**config.mk**
```make
export PLATFORM = sky130hd
export DESIGN_NAME = scaler_top
export DESIGN_NICKNAME = d
export VERILOG_FILES = /design/src/scaler_pkg.sv /design/src/op_if.sv /design/src/pix_if.sv /design/src/scaler_ctl.sv /design/src/scaler_fifo.sv /design/src/scaler_in_port.sv /design/src/scaler_interp.sv /design/src/scaler_out_port.sv /design/src/scaler_top.sv
export SDC_FILE = /design/constraint.sdc
export NUM_CORES = 1
export LEC_CHECK = 0
export BUFFER_PORTS_ARGS = -buffer_cell sky130_fd_sc_hd__buf_2
export CAP_MARGIN = 20
export CELL_PAD_IN_SITES_DETAIL_PLACEMENT = 2
export CELL_PAD_IN_SITES_GLOBAL_PLACEMENT = 2
export CORE_UTILIZATION = 50
export DETAILED_ROUTE_END_ITERATION = 8
export PLACE_DENSITY_LB_ADDON = 0.1
export SLEW_MARGIN = 0
export SYNTH_ARGS = -nofsm -noshare
export SYNTH_HDL_FRONTEND = slang
export SYNTH_HIERARCHICAL = 1
export SYNTH_SLANG_ARGS = --single-unit
```
**constraint.sdc**
```tcl
create_clock -name RST_IN -period 8.4 [get_ports RST_IN]
set_input_delay 0.42 -clock RST_IN [delete_from_list [all_inputs] [get_ports RST_IN]]
set_output_delay 0.42 -clock RST_IN [all_outputs]
set_load 0.05 [all_outputs]
```
**src/scaler_pkg.sv**
```systemverilog
`default_nettype none

package scaler_pkg;

	typedef logic [7:0] comp_t;		// One colour component

	// RGB pixel, red in the upper byte
	typedef struct packed
	{
		comp_t r;
		comp_t g;
		comp_t b;
	} pixel_t;

	// Horizontal interpolation mode, sampled per line
	typedef enum logic
	{
		MODE_NEAREST,				// Odd pixel copies the even one
		MODE_LINEAR					// Odd pixel is the rounded average
	} scale_mode_t;

	// Opcodes from control to interpolator
	typedef enum logic [1:0]
	{
		OP_LOAD,					// Latch head, no output
		OP_PAIR,					// Even and odd pixel, then latch head
		OP_FLUSH					// Previous pixel twice, second one last
	} interp_op_t;

	// Line control FSM
	typedef enum logic [1:0]
	{
		ST_IDLE,					// Waiting for first pixel of a line
		ST_ISSUE,					// Waiting for next pixel in FIFO
		ST_WAIT_ACK,				// Opcode request pending
		ST_WAIT_DROP				// Waiting for ack release
	} ctl_state_t;

endpackage

`default_nettype wire

```
**src/op_if.sv**
```systemverilog
`timescale 1ns/1ps
`default_nettype none

// Four-phase opcode channel, control to interpolator
interface op_if;
	import scaler_pkg::*;

	logic			req;	// Opcode valid
	logic			ack;	// Opcode executed
	interp_op_t		op;		// Opcode
	scale_mode_t	mode;	// Mode of the current line

	modport master
	(
		output	req,
		output	op,
		output	mode,
		input	ack
	);

	modport slave
	(
		input	req,
		input	op,
		input	mode,
		output	ack
	);

endinterface

`default_nettype wire

```
**src/pix_if.sv**
```systemverilog
`timescale 1ns/1ps
`default_nettype none

// Four-phase pixel stream
interface pix_if;
	import scaler_pkg::*;

	logic	req;		// Pixel valid, held until ack
	logic	ack;		// Pixel taken
	pixel_t	dat;		// Pixel data, stable while req
	logic	last;		// Last pixel of line

	modport sender
	(
		output	req,
		output	dat,
		output	last,
		input	ack
	);

	modport receiver
	(
		input	req,
		input	dat,
		input	last,
		output	ack
	);

endinterface

`default_nettype wire

```
**src/scaler_ctl.sv**
```systemverilog
`timescale 1ns/1ps
`default_nettype none

module scaler_ctl
#(
	parameter P_LINE_LEN = 16						// Input pixels per line
)
(
	input wire							RST_IN,		// Clock
	input wire							CLK_IN,		// Reset
	input wire scaler_pkg::scale_mode_t	mode,		// Requested mode
	input wire							empty,		// FIFO empty
	output logic						rd,			// FIFO pop
	op_if.master						op			// Opcodes to interpolator
);

import scaler_pkg::*;

localparam P_CNT_W = $clog2(P_LINE_LEN + 1);
localparam logic [P_CNT_W-1:0] P_CNT_END = P_CNT_W'(P_LINE_LEN);

ctl_state_t			state;
logic [P_CNT_W-1:0]	cnt;		// Pixels popped in this line

// Pop with the ack, the flush consumes nothing
	assign rd = (state == ST_WAIT_ACK) && op.ack && (op.op != OP_FLUSH);

	always_ff @(posedge RST_IN, posedge CLK_IN)
	begin
		if (CLK_IN)
		begin
			state	<= ST_IDLE;
			cnt		<= 0;
			op.req	<= 0;
			op.op	<= OP_LOAD;
			op.mode	<= MODE_NEAREST;
		end
		else
		begin
			case (state)
				ST_IDLE :
				begin
					// First pixel of a line, mode fixed here
					if (!empty)
					begin
						op.mode	<= mode;
						op.op	<= OP_LOAD;
						op.req	<= 1;
						state	<= ST_WAIT_ACK;
					end
				end
				ST_ISSUE :
				begin
					if (!empty)
					begin
						op.op	<= OP_PAIR;
						op.req	<= 1;
						state	<= ST_WAIT_ACK;
					end
				end
				ST_WAIT_ACK :
				begin
					if (op.ack)
					begin
						op.req <= 0;
						if (rd)
							cnt <= cnt + 1'b1;
						state <= ST_WAIT_DROP;
					end
				end
				default :
				begin
					if (!op.ack)
					begin
						if (op.op == OP_FLUSH)
						begin
							cnt		<= 0;		// Line done
							state	<= ST_IDLE;
						end
						else if (cnt == P_CNT_END)
						begin
							op.op	<= OP_FLUSH;	// No FIFO data needed
							op.req	<= 1;
							state	<= ST_WAIT_ACK;
						end
						else
							state <= ST_ISSUE;
					end
				end
			endcase
		end
	end

// Interpolator acks only a pending opcode
	assert property (@(posedge RST_IN) disable iff (CLK_IN)
		$rose(op.ack) |-> op.req)
		else $error("Opcode ack without a request");

endmodule

`default_nettype wire

```
**src/scaler_fifo.sv**
```systemverilog
`timescale 1ns/1ps
`default_nettype none

module scaler_fifo
#(
	parameter P_FIFO_ADR = 3					// Address width
)
(
	input wire						RST_IN,		// Clock
	input wire						CLK_IN,		// Reset
	input wire						wr,			// Write
	input wire scaler_pkg::pixel_t	wr_dat,		// Write data
	input wire						rd,			// Pop head
	output scaler_pkg::pixel_t		head,		// Show-ahead head word
	output logic					empty,		// No words
	output logic					full		// All words used
);

import scaler_pkg::*;

localparam P_WRDS = 2**P_FIFO_ADR;
localparam logic [P_FIFO_ADR:0] P_CNT_FULL = P_WRDS;

pixel_t					mem [0:P_WRDS-1];	// Distributed storage
logic [P_FIFO_ADR-1:0]	wp;					// Write pointer
logic [P_FIFO_ADR-1:0]	rp;					// Read pointer
logic [P_FIFO_ADR:0]	cnt;				// Used words

// Storage, written at the write pointer
	always_ff @(posedge RST_IN)
	begin
		if (wr)
			mem[wp] <= wr_dat;
	end

// Pointers wrap at the power of two
	always_ff @(posedge RST_IN, posedge CLK_IN)
	begin
		if (CLK_IN)
		begin
			wp <= 0;
			rp <= 0;
		end
		else
		begin
			if (wr)
				wp <= wp + 1'b1;
			if (rd)
				rp <= rp + 1'b1;
		end
	end

// Word count
	always_ff @(posedge RST_IN, posedge CLK_IN)
	begin
		if (CLK_IN)
			cnt <= 0;
		else
		begin
			case ({wr, rd})
				2'b10 :		cnt <= cnt + 1'b1;
				2'b01 :		cnt <= cnt - 1'b1;
				default :	cnt <= cnt;		// Idle or both
			endcase
		end
	end

// Status and head
	assign empty	= (cnt == 0);
	assign full		= (cnt == P_CNT_FULL);
	assign head		= mem[rp];		// Valid when not empty

// Callers must respect the status flags
	assert property (@(posedge RST_IN) disable iff (CLK_IN) rd |-> !empty)
		else $error("FIFO read while empty");

	assert property (@(posedge RST_IN) disable iff (CLK_IN) wr |-> !full)
		else $error("FIFO write while full");

endmodule

`default_nettype wire

```
**src/scaler_in_port.sv**
```systemverilog
`timescale 1ns/1ps
`default_nettype none

module scaler_in_port
(
	input wire						RST_IN,		// Clock
	input wire						CLK_IN,		// Reset
	input wire						in_req,		// Input pixel request
	output logic					in_ack,		// Input pixel acknowledge
	input wire scaler_pkg::pixel_t	in_dat,		// Input pixel
	input wire						full,		// FIFO full
	output logic					wr,			// FIFO write
	output scaler_pkg::pixel_t		wr_dat		// FIFO write data
);

logic req_del;		// Request, one cycle late
logic req_re;		// Request rising edge
logic pend;			// Edge seen while FIFO was full

// Request edge detector
	assign req_re = in_req && !req_del;

// Write on a new request once there is room
	assign wr = (req_re || pend) && !full;
	assign wr_dat = in_dat;		// Sender holds data while req is high

	always_ff @(posedge RST_IN, posedge CLK_IN)
	begin
		if (CLK_IN)
		begin
			req_del	<= 0;
			pend	<= 0;
			in_ack	<= 0;
		end
		else
		begin
			req_del <= in_req;

			// Keep the request until the FIFO drains
			pend <= (req_re || pend) && full;

			// Ack with the write, release after req drops
			if (wr)
				in_ack <= 1;
			else if (!in_req)
				in_ack <= 0;
		end
	end

// One write per request
	assert property (@(posedge RST_IN) disable iff (CLK_IN)
		wr |-> !in_ack)
		else $error("FIFO write while in_ack still high");

endmodule

`default_nettype wire

```
**src/scaler_interp.sv**
```systemverilog
`timescale 1ns/1ps
`default_nettype none

module scaler_interp
(
	input wire						RST_IN,		// Clock
	input wire						CLK_IN,		// Reset
	input wire scaler_pkg::pixel_t	head,		// FIFO head pixel
	op_if.slave						op,			// Opcodes from control
	pix_if.sender					out			// Output pixel stream
);

import scaler_pkg::*;

// Output sequencer states
typedef enum logic [2:0]
{
	SND_IDLE,
	SND_EVEN,			// Even pixel offered
	SND_EVEN_DROP,		// Waiting for even ack release
	SND_ODD,			// Odd pixel offered
	SND_ODD_DROP,		// Waiting for odd ack release
	SND_DONE			// Opcode acked, waiting for req drop
} snd_state_t;

snd_state_t	state;
pixel_t		prev;		// Previous input pixel
pixel_t		odd;		// Odd output pixel
logic		ld_prev;	// Latch head as previous
logic		ld_even;	// Load even pixel to output
logic		ld_odd;		// Load odd pixel to output

// Rounded average of two components, carry kept
	function automatic comp_t avg(input comp_t a, input comp_t b);
		logic [8:0] sum;
		sum = {1'b0, a} + {1'b0, b} + 9'd1;
		return sum[8:1];
	endfunction

// Odd pixel, head is stable until control pops it
	always_comb
	begin
		if ((op.op == OP_PAIR) && (op.mode == MODE_LINEAR))
		begin
			odd.r = avg(prev.r, head.r);
			odd.g = avg(prev.g, head.g);
			odd.b = avg(prev.b, head.b);
		end
		else
			odd = prev;		// Nearest, or flush duplicate
	end

// Load strobes
	assign ld_even	= (state == SND_IDLE) && op.req && (op.op != OP_LOAD);
	assign ld_odd	= (state == SND_EVEN_DROP) && !out.ack;
	assign ld_prev	= ((state == SND_IDLE) && op.req && (op.op == OP_LOAD)) ||
					  ((state == SND_ODD_DROP) && !out.ack && (op.op == OP_PAIR));

// Payload
	always_ff @(posedge RST_IN)
	begin
		if (ld_prev)
			prev <= head;

		if (ld_even)
		begin
			out.dat		<= prev;
			out.last	<= 0;
		end
		else if (ld_odd)
		begin
			out.dat		<= odd;
			out.last	<= (op.op == OP_FLUSH);		// End of line
		end
	end

// Sequencer
	always_ff @(posedge RST_IN, posedge CLK_IN)
	begin
		if (CLK_IN)
		begin
			state	<= SND_IDLE;
			op.ack	<= 0;
			out.req	<= 0;
		end
		else
		begin
			case (state)
				SND_IDLE :
				begin
					if (ld_prev)
					begin
						op.ack	<= 1;		// Load needs no output
						state	<= SND_DONE;
					end
					else if (ld_even)
					begin
						out.req	<= 1;
						state	<= SND_EVEN;
					end
				end
				SND_EVEN :
				begin
					if (out.ack)
					begin
						out.req	<= 0;
						state	<= SND_EVEN_DROP;
					end
				end
				SND_EVEN_DROP :
				begin
					if (ld_odd)
					begin
						out.req	<= 1;
						state	<= SND_ODD;
					end
				end
				SND_ODD :
				begin
					if (out.ack)
					begin
						out.req	<= 0;
						state	<= SND_ODD_DROP;
					end
				end
				SND_ODD_DROP :
				begin
					// Both handshakes complete
					if (!out.ack)
					begin
						op.ack	<= 1;
						state	<= SND_DONE;
					end
				end
				default :
				begin
					if (!op.req)
					begin
						op.ack	<= 0;
						state	<= SND_IDLE;
					end
				end
			endcase
		end
	end

// Head held by control until the pair is acked
	assert property (@(posedge RST_IN) disable iff (CLK_IN)
		(op.req && !op.ack && (op.op == OP_PAIR)) |=> $stable(head))
		else $error("FIFO head changed during a pending pair");

endmodule

`default_nettype wire

```
**src/scaler_out_port.sv**
```systemverilog
`timescale 1ns/1ps
`default_nettype none

module scaler_out_port
(
	input wire					RST_IN,		// Clock
	input wire					CLK_IN,		// Reset
	pix_if.receiver				in,			// Pixels from interpolator
	output logic				out_req,	// Output pixel request
	input wire					out_ack,	// Output pixel acknowledge
	output scaler_pkg::pixel_t	out_dat,	// Output pixel
	output logic				out_last	// Last pixel of line
);

logic take;		// New pixel offered and output idle

	assign take = in.req && !in.ack && !out_req;

// Pixel and last flag
	always_ff @(posedge RST_IN)
	begin
		if (take)
		begin
			out_dat		<= in.dat;
			out_last	<= in.last;
		end
	end

// Handshake relay
	always_ff @(posedge RST_IN, posedge CLK_IN)
	begin
		if (CLK_IN)
		begin
			out_req	<= 0;
			in.ack	<= 0;
		end
		else
		begin
			if (take)
				out_req <= 1;
			else if (out_req && in.ack && !in.req)
				out_req <= 0;		// Follows the internal req

			if (out_req && out_ack && !in.ack)
				in.ack <= 1;
			else if (in.ack && !out_req && !out_ack)
				in.ack <= 0;		// Output side fully released
		end
	end

endmodule

`default_nettype wire

```
**src/scaler_top.sv**
```systemverilog
`timescale 1ns/1ps
`default_nettype none

module scaler_top
#(
	parameter P_LINE_LEN = 16,		// Input pixels per line
	parameter P_FIFO_ADR = 3		// FIFO address width
)
(
	input wire							RST_IN,		// Clock
	input wire							CLK_IN,		// Reset

	// Input stream
	input wire							in_req,
	output logic						in_ack,
	input wire scaler_pkg::pixel_t		in_dat,

	// Output stream
	output logic						out_req,
	input wire							out_ack,
	output scaler_pkg::pixel_t			out_dat,
	output logic						out_last,

	input wire scaler_pkg::scale_mode_t	mode		// Interpolation mode
);

import scaler_pkg::*;

logic	wr;			// FIFO write
pixel_t	wr_dat;		// FIFO write data
logic	full;		// FIFO full
logic	rd;			// FIFO pop
logic	empty;		// FIFO empty
pixel_t	head;		// FIFO head

op_if	iop ();		// Control to interpolator
pix_if	ipx ();		// Interpolator to output port

	scaler_in_port in_port_inst
	(
		.RST_IN	(RST_IN),
		.CLK_IN	(CLK_IN),
		.in_req	(in_req),
		.in_ack	(in_ack),
		.in_dat	(in_dat),
		.full	(full),
		.wr		(wr),
		.wr_dat	(wr_dat)
	);

	scaler_fifo #(.P_FIFO_ADR (P_FIFO_ADR)) fifo_inst
	(
		.RST_IN	(RST_IN),
		.CLK_IN	(CLK_IN),
		.wr		(wr),
		.wr_dat	(wr_dat),
		.rd		(rd),
		.head	(head),
		.empty	(empty),
		.full	(full)
	);

	scaler_ctl #(.P_LINE_LEN (P_LINE_LEN)) ctl_inst
	(
		.RST_IN	(RST_IN),
		.CLK_IN	(CLK_IN),
		.mode	(mode),
		.empty	(empty),
		.rd		(rd),
		.op		(iop)
	);

	scaler_interp interp_inst
	(
		.RST_IN	(RST_IN),
		.CLK_IN	(CLK_IN),
		.head	(head),
		.op		(iop),
		.out	(ipx)
	);

	scaler_out_port out_port_inst
	(
		.RST_IN		(RST_IN),
		.CLK_IN		(CLK_IN),
		.in			(ipx),
		.out_req	(out_req),
		.out_ack	(out_ack),
		.out_dat	(out_dat),
		.out_last	(out_last)
	);

endmodule

`default_nettype wire

```
### Word-level counts from Yosys, hierarchy flattened

Memory sizes are Yosys's and may differ from the RTL's.
Cells that the tools add are included.
W data, S select, Z words.

* output and inout port bits: 27
* word-level logic and storage cells: 182
* ROM bits: 0
* memories kept: 1
* bits in writable memories: 192
* latch bits: 0
* register bits after elaboration: 105
* input port bits: 29

Memory list
* fifo_inst.mem: words 8, width 24, read ports 1, clocked after Yosys merged registers in 0, wr ports 1, line scaler_fifo.sv:24 `pixel_t mem [0:P_WRDS-1];`

* muxes and demuxes: 52
* $lt $le $gt $ge: 0
* reductions and logical operators: 52
* bitwise logic cells: 4
* divide/modulo/power cells: 0
* eq/ne operators: 35
* shifts and indexed selects: 0
* add/sub/neg operators: 11
* $mul: 0

Operators by type and width (count)
* $mux W24: 3
* $add A8 B8 Y9: 3
* $add A9 B1 Y9 const B: 3
* $mux W3: 7
* $logic_and A1 B1 Y1: 20
* $mux W1: 20
* $mux W2: 10
* $mux W5: 4
* $ne A2 B1 Y1 const B: 8
* $ne A2 B2 Y1 const B: 8
* $pmux W3 S5: 1
* $reduce_and A5 Y1: 3
* $reduce_and A6 Y1: 2
* $reduce_bool A2 Y1: 6
* $pmux W5 S2: 1
* $ne A3 B3 Y1 const B: 3
* $reduce_bool A3 Y1: 3
* $pmux W4 S2: 1
* $add A3 B1 Y3 const B: 2
* $eq A2 B1 Y1 const B: 3
* $eq A2 B2 Y1 const B: 3
* $eq A3 B2 Y1 const B: 2
* $logic_not A1 Y1: 6
* $ne A3 B1 Y1 const B: 2
* 23 further kinds: 30

### Logic depth before layout (Yosys ltp)

Gate-level depths: netlist (run 1).

* depth after elaboration: 6
* gate-level depth with buffers: 12
* mapped depth without buffers: 9

### Cells and area by module

The synthesis (run 1) kept the hierarchy.

Modules (own cells, without submodules)
* scaler_fifo: instances 1, area each 7867.5 sq um, cells an instance 339, sequential area each 6015.8 sq um
* scaler_interp: instances 1, area each 2960.3 sq um, cells an instance 253, sequential area each 1586.5 sq um
* scaler_out_port: instances 1, area each 837.1 sq um, cells an instance 32, sequential area each 800.8 sq um
* scaler_ctl: instances 1, area each 671.9 sq um, cells an instance 65, sequential area each 275.3 sq um
* scaler_in_port: instances 1, area each 306.5 sq um, cells an instance 35, sequential area each 75.1 sq um

### Worst setup path after synthesis (run 1)

OpenSTA, ideal clock, no wires.

* path kind: reg-to-reg
* start point: register fifo_inst.rp[0]
* end point: register interp_inst/out.dat[15] (netlist name)
* clock period less this slack: 3175 ps
* slack: 5225 ps
* cell stages (with the launch flop): 12
* library setup time: 260 ps
* data required time: 8140 ps
* buffers on the path: 2
* data arrival time: 2915 ps
* path through: dfrtp_1 > buf_6 > buf_2 > mux4_2 > mux2_4 > or2_2 > fa_1 > a21o_1 > a21oi_1 > o21ai_0 > a21oi_1 > o21ai_0

RTL lines
* start, declared: line scaler_fifo.sv:26 `logic [P_FIFO_ADR-1:0] rp;`
* start signal, assigned: line scaler_fifo.sv:49 `rp <= rp + 1'b1;`

==> results of run 1 <==
-- worst paths after layout --
path,from,end,slack [ps],depth (start not counted)
min in group asynchronous,CLK_IN,in_port_inst/pend$_DFF_PP0_,370,3
worst max register to register,fifo_inst/rp[0]$_DFFE_PP0P_,interp_inst/out.dat[14]$_DFFE_PP_,4270,9
max in group asynchronous,CLK_IN,ctl_inst/op.op[1]$_DFFE_PP0P_,7500,3
worst min-delay path,in_req,in_port_inst/req_del$_DFF_PP0_,30,1
worst max-delay path,fifo_inst/rp[0]$_DFFE_PP0P_,interp_inst/out.dat[14]$_DFFE_PP_,4270,9
worst min register to register,interp_inst/out.dat[23]$_DFFE_PP_,out_port_inst/out_dat[23]$_DFFE_PP_,420,0
-- sequential cells by signal (all words and copies together) (netlist names), 2 cells and up --
name and flops:
fifo_inst/mem 192, interp_inst/out.dat 24, interp_inst/prev 24, out_port_inst/out_dat 24, ctl_inst/cnt 5, fifo_inst/cnt 4, fifo_inst/rp 3, fifo_inst/wp 3
interp_inst/state 3, ctl_inst/op.op 2, ctl_inst/state 2
-- Yosys cell counts (3+ instances only) --
| library cell | number |
|---|---|
| nand3_1 | 5 |
| buf_1 | 3 |
| clkbuf_1 | 5 |
| nand2_1 | 40 |
| mux2_4 | 10 |
| and3_1 | 3 |
| a211oi_1 | 3 |
| o21ai_0 | 31 |
| a41oi_1 | 3 |
| inv_1 | 19 |
| dfrtp_1 | 31 |
| nor2_1 | 17 |
| nor2b_1 | 4 |
| ha_1 | 28 |
| mux4_2 | 48 |
| a21boi_0 | 4 |
| mux2_2 | 21 |
| o21a_1 | 9 |
| a31oi_1 | 8 |
| xor2_1 | 13 |
| buf_6 | 6 |
| edfxtp_1 | 265 |
| nor3_1 | 6 |
| o211ai_1 | 3 |
| buf_4 | 26 |
| a21o_1 | 6 |
| fa_1 | 3 |
| o31ai_1 | 5 |
| buf_2 | 9 |
| xnor2_1 | 7 |
| a21oi_1 | 30 |
| nand2b_1 | 5 |
-- per-stage QoR --
stage	setup WS (ps)	hold slack [ps]	util [%]
finish	4270	31.7	57.5
detailed placement	4290	382	53.3
global placement	4450	371	53.3
floorplan	5230	161	-
CTS	4170	9.71	57.4
global route	3930	18.2	57.4
-- cells by family after synthesis --
logic type               count (synthesis)  share of synthesized area, %
buffers and inverters                   70                          3.55
multiplexers                            81                          11.8
AND/OR/NAND/NOR                        105                          4.65
flip-flops                             297                          69.2
XOR/XNOR                                20                          1.39
adder cells (fa/ha/maj)                 33                          3.41
AO/OA/AOI/OAI                          118                          6.00
-- worst max-delay path: stages (launching register included) --
cell and delay (ps):
dfrtp_2 790, buf_4 640, mux4_2 590, mux2_2 340, ha_1 410, a21oi_1 270, a21boi_0 200, a41oi_1 300
xor2_1 170, o21ai_0 110
-- layer usage --
| layer | share of wire (%) | up-vias |
|---|---|---|
| met3 | 4.5 | 42 |
| li1 | - | 2928 |
| met4 | 1.9 | 0 |
| met1 | 43 | 3504 |
| met5 | 0 | - |
| met2 | 51 | 188 |
-- what timing repair did --
item / in CTS / in global routing
endpoints found under the hold margin: 31 / 0
gates resized for setup: 0 / 0
hold buffers: 1 / 0
-- layout make-up --
| cell class | instances | area, µm² |
|---|---|---|
| fillers | 2095 | 10400 |
| flip-flops and latches | 297 | 8760 |
| multi-input cells | 357 | 3510 |
| clock buffers | 37 | 798 |
| well taps | 324 | 405 |
| repair buffers | 64 | 345 |
| clock inverters | 21 | 208 |
| inverters | 19 | 71.3 |
| diodes | 2 | 5.00 |
-- report_power, final --
part	leakage [nW]	internal [W]	switching (W)
Combinational	1.60	0.000779	0.00111
Sequential	2.78	0.00195	0.000187
Clock	0.494	0.000798	0.000563
==> reports/results.ini, run 1 <==
[critical_path]
crit_fanout=32
cp-start-kind=flip-flop
crit_type=reg2reg
critPathArrivalTime_ps=4390
crit_required_ps=8660
crit_path_end_kind=flip-flop

[grt]
grt_pass1_vias=7443
top_usage_layer=met2
grt_pass1_wl_mm=46.2
grt_max_degree=51
use_met1_pct=32.2
grtUsageTotal_pct=23.9
met3_usage_pct=3.31
grt_antenna_before_repair=1
grt_util_met2_pct=41.7
grt_overflow_total=0

[detailed_routing]
drc=0
num_vias=6662
firstDrtPassIters=4
routedWlPerCell_um=26.6
via_per_inst=5.94
drtAntennaViolNets=0
drtIter0Drc=363
wl_mm=29.9

[clock_network]
post_cts.repair.setup_buffers=0
htreeDepth=1
insertion_delay_ps=570
path_clk_slew_ps=60
cts_made_buffers=31
cts_tree=yes
cts_sinks=297
clock_path_buffers=3
clockRootBuffer=clkbuf_16

[yosys]
synth_top_area_share_pct=62.9
synth_flop_cell=edfxtp_1
yosysTopAreaCell=edfxtp_1
yosys-top-cells-area=edfxtp_1 63%, mux4_2 8.6%, dfrtp_1 6.1%
syn_area_per_cell_um2=17.5
syn_nets=784
synth_seq_cells=297
synth_edf_count=265
synth_cells=724
synth-async-reset-ratio_pct=10.4
syn_area_mm2=0.0126
yosysWarnings=6
ys_seq_area_share_pct=69.2
ys_types=67

[die]
die_y_um=161
rows=57
io_pins=56
coreArea_mm2=0.0245
start_util_pct=51.5
die_x_um=161
dieArea_mm2=0.0259

[cells_and_area]
area_growth_pct=11.5
nets=830
instances_no_fill=1121
layout_commonest_cell=edfxtp_1
final_cell_mix=265 x edfxtp_1, 55 x buf_2, 48 x mux4_2, 40 x nand2_1
drive_above_1_share_pct=27.3
final_cell_area_mm2=0.0141

[power_and_ir_drop]
power_density_mw_per_mm2=383
power_w=0.00540
ir_worst_vdd_v=0.000210
leakage_nw=4.87

[sta]
finalCritPeriodShare_pct=49.2
layout_min_cycle_time_ps=4130
hold_violations=0
slew_viol_final=0
rsz0062_at_grt=false
fmax_mhz=242
clock-skew-final_ps=23.3
setup-tns-final_ps=0
worst_slew_pin_slew_ps=1020
slew_headroom_pct=32.1
setup_viol_count_final=0

[job]
drv_cap=0

[placement]
placed_area_mm2=0.0131
gp_congestion=0.763
place_inst=1060
io_buffers=55
place_hpwl_mm=18.5

[outcome]
status=complete, no violations

[min_path]
hp-class=in2reg

Power figures use the tool's default switching activity.
==> run 2, diff against run 1 <==
--- a/config.mk
+++ b/config.mk
@@ -9,7 +9,7 @@
 export CAP_MARGIN = 20
 export CELL_PAD_IN_SITES_DETAIL_PLACEMENT = 2
 export CELL_PAD_IN_SITES_GLOBAL_PLACEMENT = 2
-export CORE_UTILIZATION = 50
+export CORE_UTILIZATION = 47
 export DETAILED_ROUTE_END_ITERATION = 8
 export PLACE_DENSITY_LB_ADDON = 0.1
 export SLEW_MARGIN = 0
==> constraint.sdc (replaced) <==
create_clock -name RST_IN -period 4.05 [get_ports RST_IN]
set_input_delay 0.2025 -clock RST_IN [delete_from_list [all_inputs] [get_ports RST_IN]]
set_output_delay 0.2025 -clock RST_IN [all_outputs]
set_load 0.05 [all_outputs]
==> run 2 against run 1 <==
  * The flow now finishes with violations (DRC)
  * Critical path depth stayed put
  * Combinational power increased by 110%
  * Wire length grew 2.3%
  * Core utilization fell by 2.5 points
  * Hold slack improved by 100 ps
==> reports/results.ini, run 2 (synthesis results as in run 1) <==
[critical_path]
crit_type=reg2reg
crit_path_end_kind=flip-flop
cp.depth=9
slowest_delay_ps=590
crit_fanout=34
cp-start-kind=flip-flop
crit_path_top_delay_cell=dfrtp_2
critPathArrivalTime_ps=3780
regToRegSetupSlack_ps=540
critPathBufInv=1
crit_required_ps=4320
crit_family=compound AO/OA/AOI/OAI gates
critPathLaunch=fifo_inst/rp[0]$_DFFE_PP0P_
crit_chain=buf_12, mux4_2, mux2_2, fa_1, a21o_1, a21oi_1, o21ai_0, a21oi_1, o21ai_0
ff2ff_path_depth=9
timing.rr.start=fifo_inst/rp[0]$_DFFE_PP0P_
worst_r2r_endpoint=interp_inst/out.dat[15]$_DFFE_PP_

[detailed_routing]
num_vias=6699
drtAntennaViolNets=0
via_per_inst=5.78
wl_mm=30.5
routedWlPerCell_um=26.3
drc=7
firstDrtPassIters=6
drtIter0Drc=396

[outcome]
violations=DRC
status=finished, violations left

[cells_and_area]
nets=860
largest_reg_flops=192
final_cell_area_mm2=0.0144
antenna_cells=0
area_growth_pct=13.9
drive_above_1_share_pct=25.8
final_cell_mix=265 x edfxtp_1, 55 x buf_2, 48 x mux4_2, 40 x nand2_1
top_register=fifo_inst/mem
layout_commonest_cell=edfxtp_1

[placement]
place_hpwl_mm=19.4
gp_congestion=0.782
io_buffers=55
placed_area_mm2=0.0131

[sta]
layout_min_cycle_time_ps=3510
slew_viol_final=0
rsz0062_at_grt=false
setup-tns-final_ps=0
clock-skew-final_ps=30.0
finalCritPeriodShare_pct=86.7
holdWs_ps=134
slew_headroom_pct=32.7
hold_violations=0
setup_viol_count_final=0
fmax_mhz=285
worst_slew_pin_slew_ps=1010

[clock_network]
cts_made_buffers=31
htreeDepth=1
post_cts.repair.setup_buffers=0
path_clk_slew_ps=60
insertion_delay_ps=590
clockRootBuffer=clkbuf_16
clock_path_buffers=3
cts_sinks=297
cts_tree=yes

[grt]
grt_antenna_before_repair=0
grt_max_degree=47
grt_pass1_wl_mm=47.1
grt_overflow_total=0
grt_pass1_vias=7609
grtUsageTotal_pct=22.8

[die]
die_x_um=166
rows=59
coreArea_mm2=0.0262
die_y_um=166
start_util_pct=48.2
dieArea_mm2=0.0276
io_pins=56

[job]
drv_cap=0

[power_and_ir_drop]
ir_worst_vdd_v=0.000379
power_density_mw_per_mm2=777
leakage_nw=4.98

[min_path]
hp-class=in2async

run 2: cell types whose count changed in the layout (fill, tap and decap cells not counted), sizes merged:
cell	before	now
buf	63	66
bufinv	4	3
clkbuf	37	43
clkinv	14	9
diode	2	0
dlygate4sd3	1	28
run 2: where the power goes:
part	internal, W	switching [W]	total, W
combinational	0.00165	0.00226	0.00391
sequential	0.00405	0.000417	0.00447
clock	0.00162	0.00119	0.00281
total	0.00733	0.00386	0.0112
run 2: worst max-delay path by stage:
stage / to / slack, ps
5_1_grt: interp_inst/out.dat[15]$_DFFE_PP_ / 290
2_1_floorplan: interp_inst/out.dat[15]$_DFFE_PP_ / 880
3_3_place_gp: interp_inst/out.dat[15]$_DFFE_PP_ / 690
4_1_cts: interp_inst/out.dat[15]$_DFFE_PP_ / 450
3_5_place_dp: interp_inst/out.dat[15]$_DFFE_PP_ / 530
6_report: interp_inst/out.dat[15]$_DFFE_PP_ / 540
run 2: metal layers:
metal,global-route usage (%),vias to the layer above,wire [µm],part of all wire [%]
met3,3.29,53,1200,3.9
met1,29.0,3525,12700,42
met5,0,-,0,0
met4,6.34,0,667,2.2
met2,41.0,139,15900,52
li1,-,2982,-,-
run 2: per-stage QoR:
stage | utilization (%) | total power, W | setup slack [ps] | std cells
after floorplan | - | 0.00734 | 875 | 724
after global placement | 50.1 | 0.00812 | 693 | 1074
after detailed placement | 50.1 | 0.00841 | 535 | 1074
after CTS | 54.9 | 0.0113 | 450 | 1160
after global routing | 54.9 | 0.0118 | 289 | 1160
final | 54.9 | 0.0112 | 538 | 1160
run 2: final cells by class:
class	count	area [µm²]
multi-input combinational	357	3510
clock inverter	15	161
clock buffer	43	831
inverter	19	71.3
fill	2248	11800
tap	335	419
timing repair buffer	94	651
sequential	297	8760
run 2: repair_timing:
action	4_1_cts	5_1_grt
resized for setup	0	0
endpoints found under the hold margin	228	0
hold buffers	28	0
run 2: worst reg2reg max path: cells and delay by family (launching register included):
kind	cells	cell delay, ps
compound gates	5	900
mux	2	890
flops	1	590
fa+ha+maj	1	500
buf+inv	1	320
==> run 3, diff against run 2 <==
--- a/config.mk
+++ b/config.mk
@@ -9,6 +9,7 @@
 export CAP_MARGIN = 20
 export CELL_PAD_IN_SITES_DETAIL_PLACEMENT = 2
 export CELL_PAD_IN_SITES_GLOBAL_PLACEMENT = 2
+export CORE_MARGIN = 2
 export CORE_UTILIZATION = 47
 export DETAILED_ROUTE_END_ITERATION = 8
 export PLACE_DENSITY_LB_ADDON = 0.1
==> constraint.sdc (replaced) <==
create_clock -name RST_IN -period 3.6 [get_ports RST_IN]
set_input_delay 0.18 -clock RST_IN [delete_from_list [all_inputs] [get_ports RST_IN]]
set_output_delay 0.18 -clock RST_IN [all_outputs]
set_load 0.05 [all_outputs]
==> run 3 against run 2 <==
  * The flow now finishes without violations
  * Global-route usage is 1.0 points lower
  * Cell area increased by 1.5%
  * Core utilization fell by 0.13 points
  * Sequential share of layout area down 0.88 points
  * Clock skew shrank 18 ps
  * Critical path depth shrank 1
  * Flip-flop and latch count stayed put
  * Combinational power is 15% higher
  * Largest cell class unchanged
  * Highest routed layer unchanged
==> reports/results.ini, run 3 (synthesis results as in run 1) <==
[cells_and_area]
top_register=fifo_inst/mem
drive_above_1_share_pct=28.3
nFillCells=2281
largest_reg_flops=192
area_growth_pct=15.5
layout_commonest_cell=edfxtp_1
final_cell_mix=265 x edfxtp_1, 55 x buf_2, 48 x mux4_2, 40 x nand2_1, 32 x clkbuf_16
nets=869

[power_and_ir_drop]
share_seq_of_total_power_pct=38.6
swShare_pct=33.6
ir_worst_vdd_v=0.000575
leakage_nw=5.12
internal_power_w=0.00863
pwr-share-comb_pct=34.7
power.switching_w=0.00437
power_w=0.0130
power_density_mw_per_mm2=890
clkPwrFrac_pct=26.7

[detailed_routing]
wl_mm=30.1
via_per_inst=5.67
routedWlPerCell_um=25.6
firstDrtPassIters=5
num_vias=6665
drc=0
drtAntennaViolNets=0
drtIter0Drc=540

[die]
dieArea_mm2=0.0282
die_y_um=168
rows=60
die_x_um=168
start_util_pct=47.4
coreArea_mm2=0.0267
io_pins=56

[sta]
rsz0062_at_grt=false
setup-tns-final_ps=0
hold_violations=0
worst_slew_pin_slew_ps=803
slew_viol_final=0
setup_viol_count_final=0
slew_headroom_pct=46.0
holdWs_ps=136
layout_min_cycle_time_ps=3450
clock-skew-final_ps=11.6
finalCritPeriodShare_pct=95.9
fmax_mhz=290
setup_slack_ps=146

[grt]
grt_pass1_vias=7550
grt_pass1_wl_mm=46.2
grt_overflow_total=0
grtUsageTotal_pct=21.8
grt_antenna_before_repair=3
grt_max_degree=47

[clock_network]
cts_made_buffers=31
path_clk_slew_ps=70
cts_sinks=297
insertion_delay_ps=550
post_cts.repair.setup_buffers=0
clockRootBuffer=clkbuf_16
clock_path_buffers=3
cts_tree=yes
htreeDepth=1

[critical_path]
critPathArrivalTime_ps=3740
crit_type=reg2reg
crit_fanout=8
crit_path_end_kind=flip-flop
crit_required_ps=3880
cp-start-kind=flip-flop

[outcome]
status=complete, no violations

[placement]
gp_congestion=0.724
place_hpwl_mm=19.1
dp_slack_ps=84.4
io_buffers=55

[job]
drv_cap=0

[min_path]
hp-class=in2async

[run 3: cell count changes in the layout (fill, tap and decap cells not counted), sizes merged]
cell	previous run	this run
buf	66	74
clkbuf	43	37
bufinv	3	7
clkinv	9	12
diode	0	1
inv	20	19
[run 3: cell type report]
class | instances | area, µm² | share of cell area (%)
diodes | 1 | 2.50 | 0.0171
clock buffers | 36 | 835 | 5.71
clock inverters | 21 | 283 | 1.94
inverters | 19 | 71.3 | 0.488
multi-input cells | 357 | 3480 | 23.8
flip-flops and latches | 297 | 8760 | 59.9
well taps | 341 | 427 | 2.92
repair buffers | 103 | 756 | 5.17
[run 3: repair_timing]
item,in CTS,in global routing
endpoints found under the hold margin,228,0
resized for setup,0,2
endpoints found under the setup margin,0,3
hold buffers,28,0
[run 3: worst paths after layout]
kind / startpoint / end / slack, ps / depth (start not counted)
min in group RST_IN: in_req / in_port_inst/req_del$_DFF_PP0_ / 350 / 2
max in group asynchronous: CLK_IN / fifo_inst/rp[0]$_DFFE_PP0P_ / 2920 / 3
max: fifo_inst/rp[0]$_DFFE_PP0P_ / interp_inst/out.dat[3]$_DFFE_PP_ / 150 / 8
min: CLK_IN / out_port_inst/out_req$_DFFE_PP0P_ / 140 / 3
min reg2reg: interp_inst/out.dat[2]$_DFFE_PP_ / out_port_inst/out_dat[2]$_DFFE_PP_ / 420 / 0
max reg2reg: fifo_inst/rp[0]$_DFFE_PP0P_ / interp_inst/out.dat[3]$_DFFE_PP_ / 150 / 8
[run 3: stage by stage]
| stage | util (%) | instances | instance area [µm²] |
|---|---|---|---|
| 2_1_floorplan | - | 724 | 12600 |
| 5_1_grt | 54.8 | 1175 | 14600 |
| 6_report | 54.8 | 1175 | 14600 |
| 4_1_cts | 54.7 | 1173 | 14600 |
| 3_3_place_gp | 49.4 | 1088 | 13200 |
| 3_5_place_dp | 49.4 | 1088 | 13200 |
[run 3: metal layers]
metal,vias to the layer above,global-route usage (%),share of wire [%]
li1,3001,-,-
met1,3468,29.7,43
met2,163,38.4,51
met3,33,2.23,4.9
met4,0,4.80,1.4
met5,-,0,0
[run 3: power groups by stage]
| stage | clock (W) | combinational [W] | sequential (W) |
|---|---|---|---|
| finish | 0.00347 | 0.00451 | 0.00502 |
| floorplan | 0 | 0.00321 | 0.00505 |
| global placement | 0 | 0.00416 | 0.00500 |
| CTS | 0.00355 | 0.00452 | 0.00502 |
| detailed placement | 0 | 0.00445 | 0.00508 |
| global route | 0.00365 | 0.00494 | 0.00509 |
[run 3: worst max-delay path, stage by stage (launching register included)]
cell and delay (ps):
dfrtp_2 560, mux4_2 550, mux2_4 300, or2_2 290
fa_1 440, a21o_1 180, a21oi_1 270, xor2_1 110
o21ai_1 460
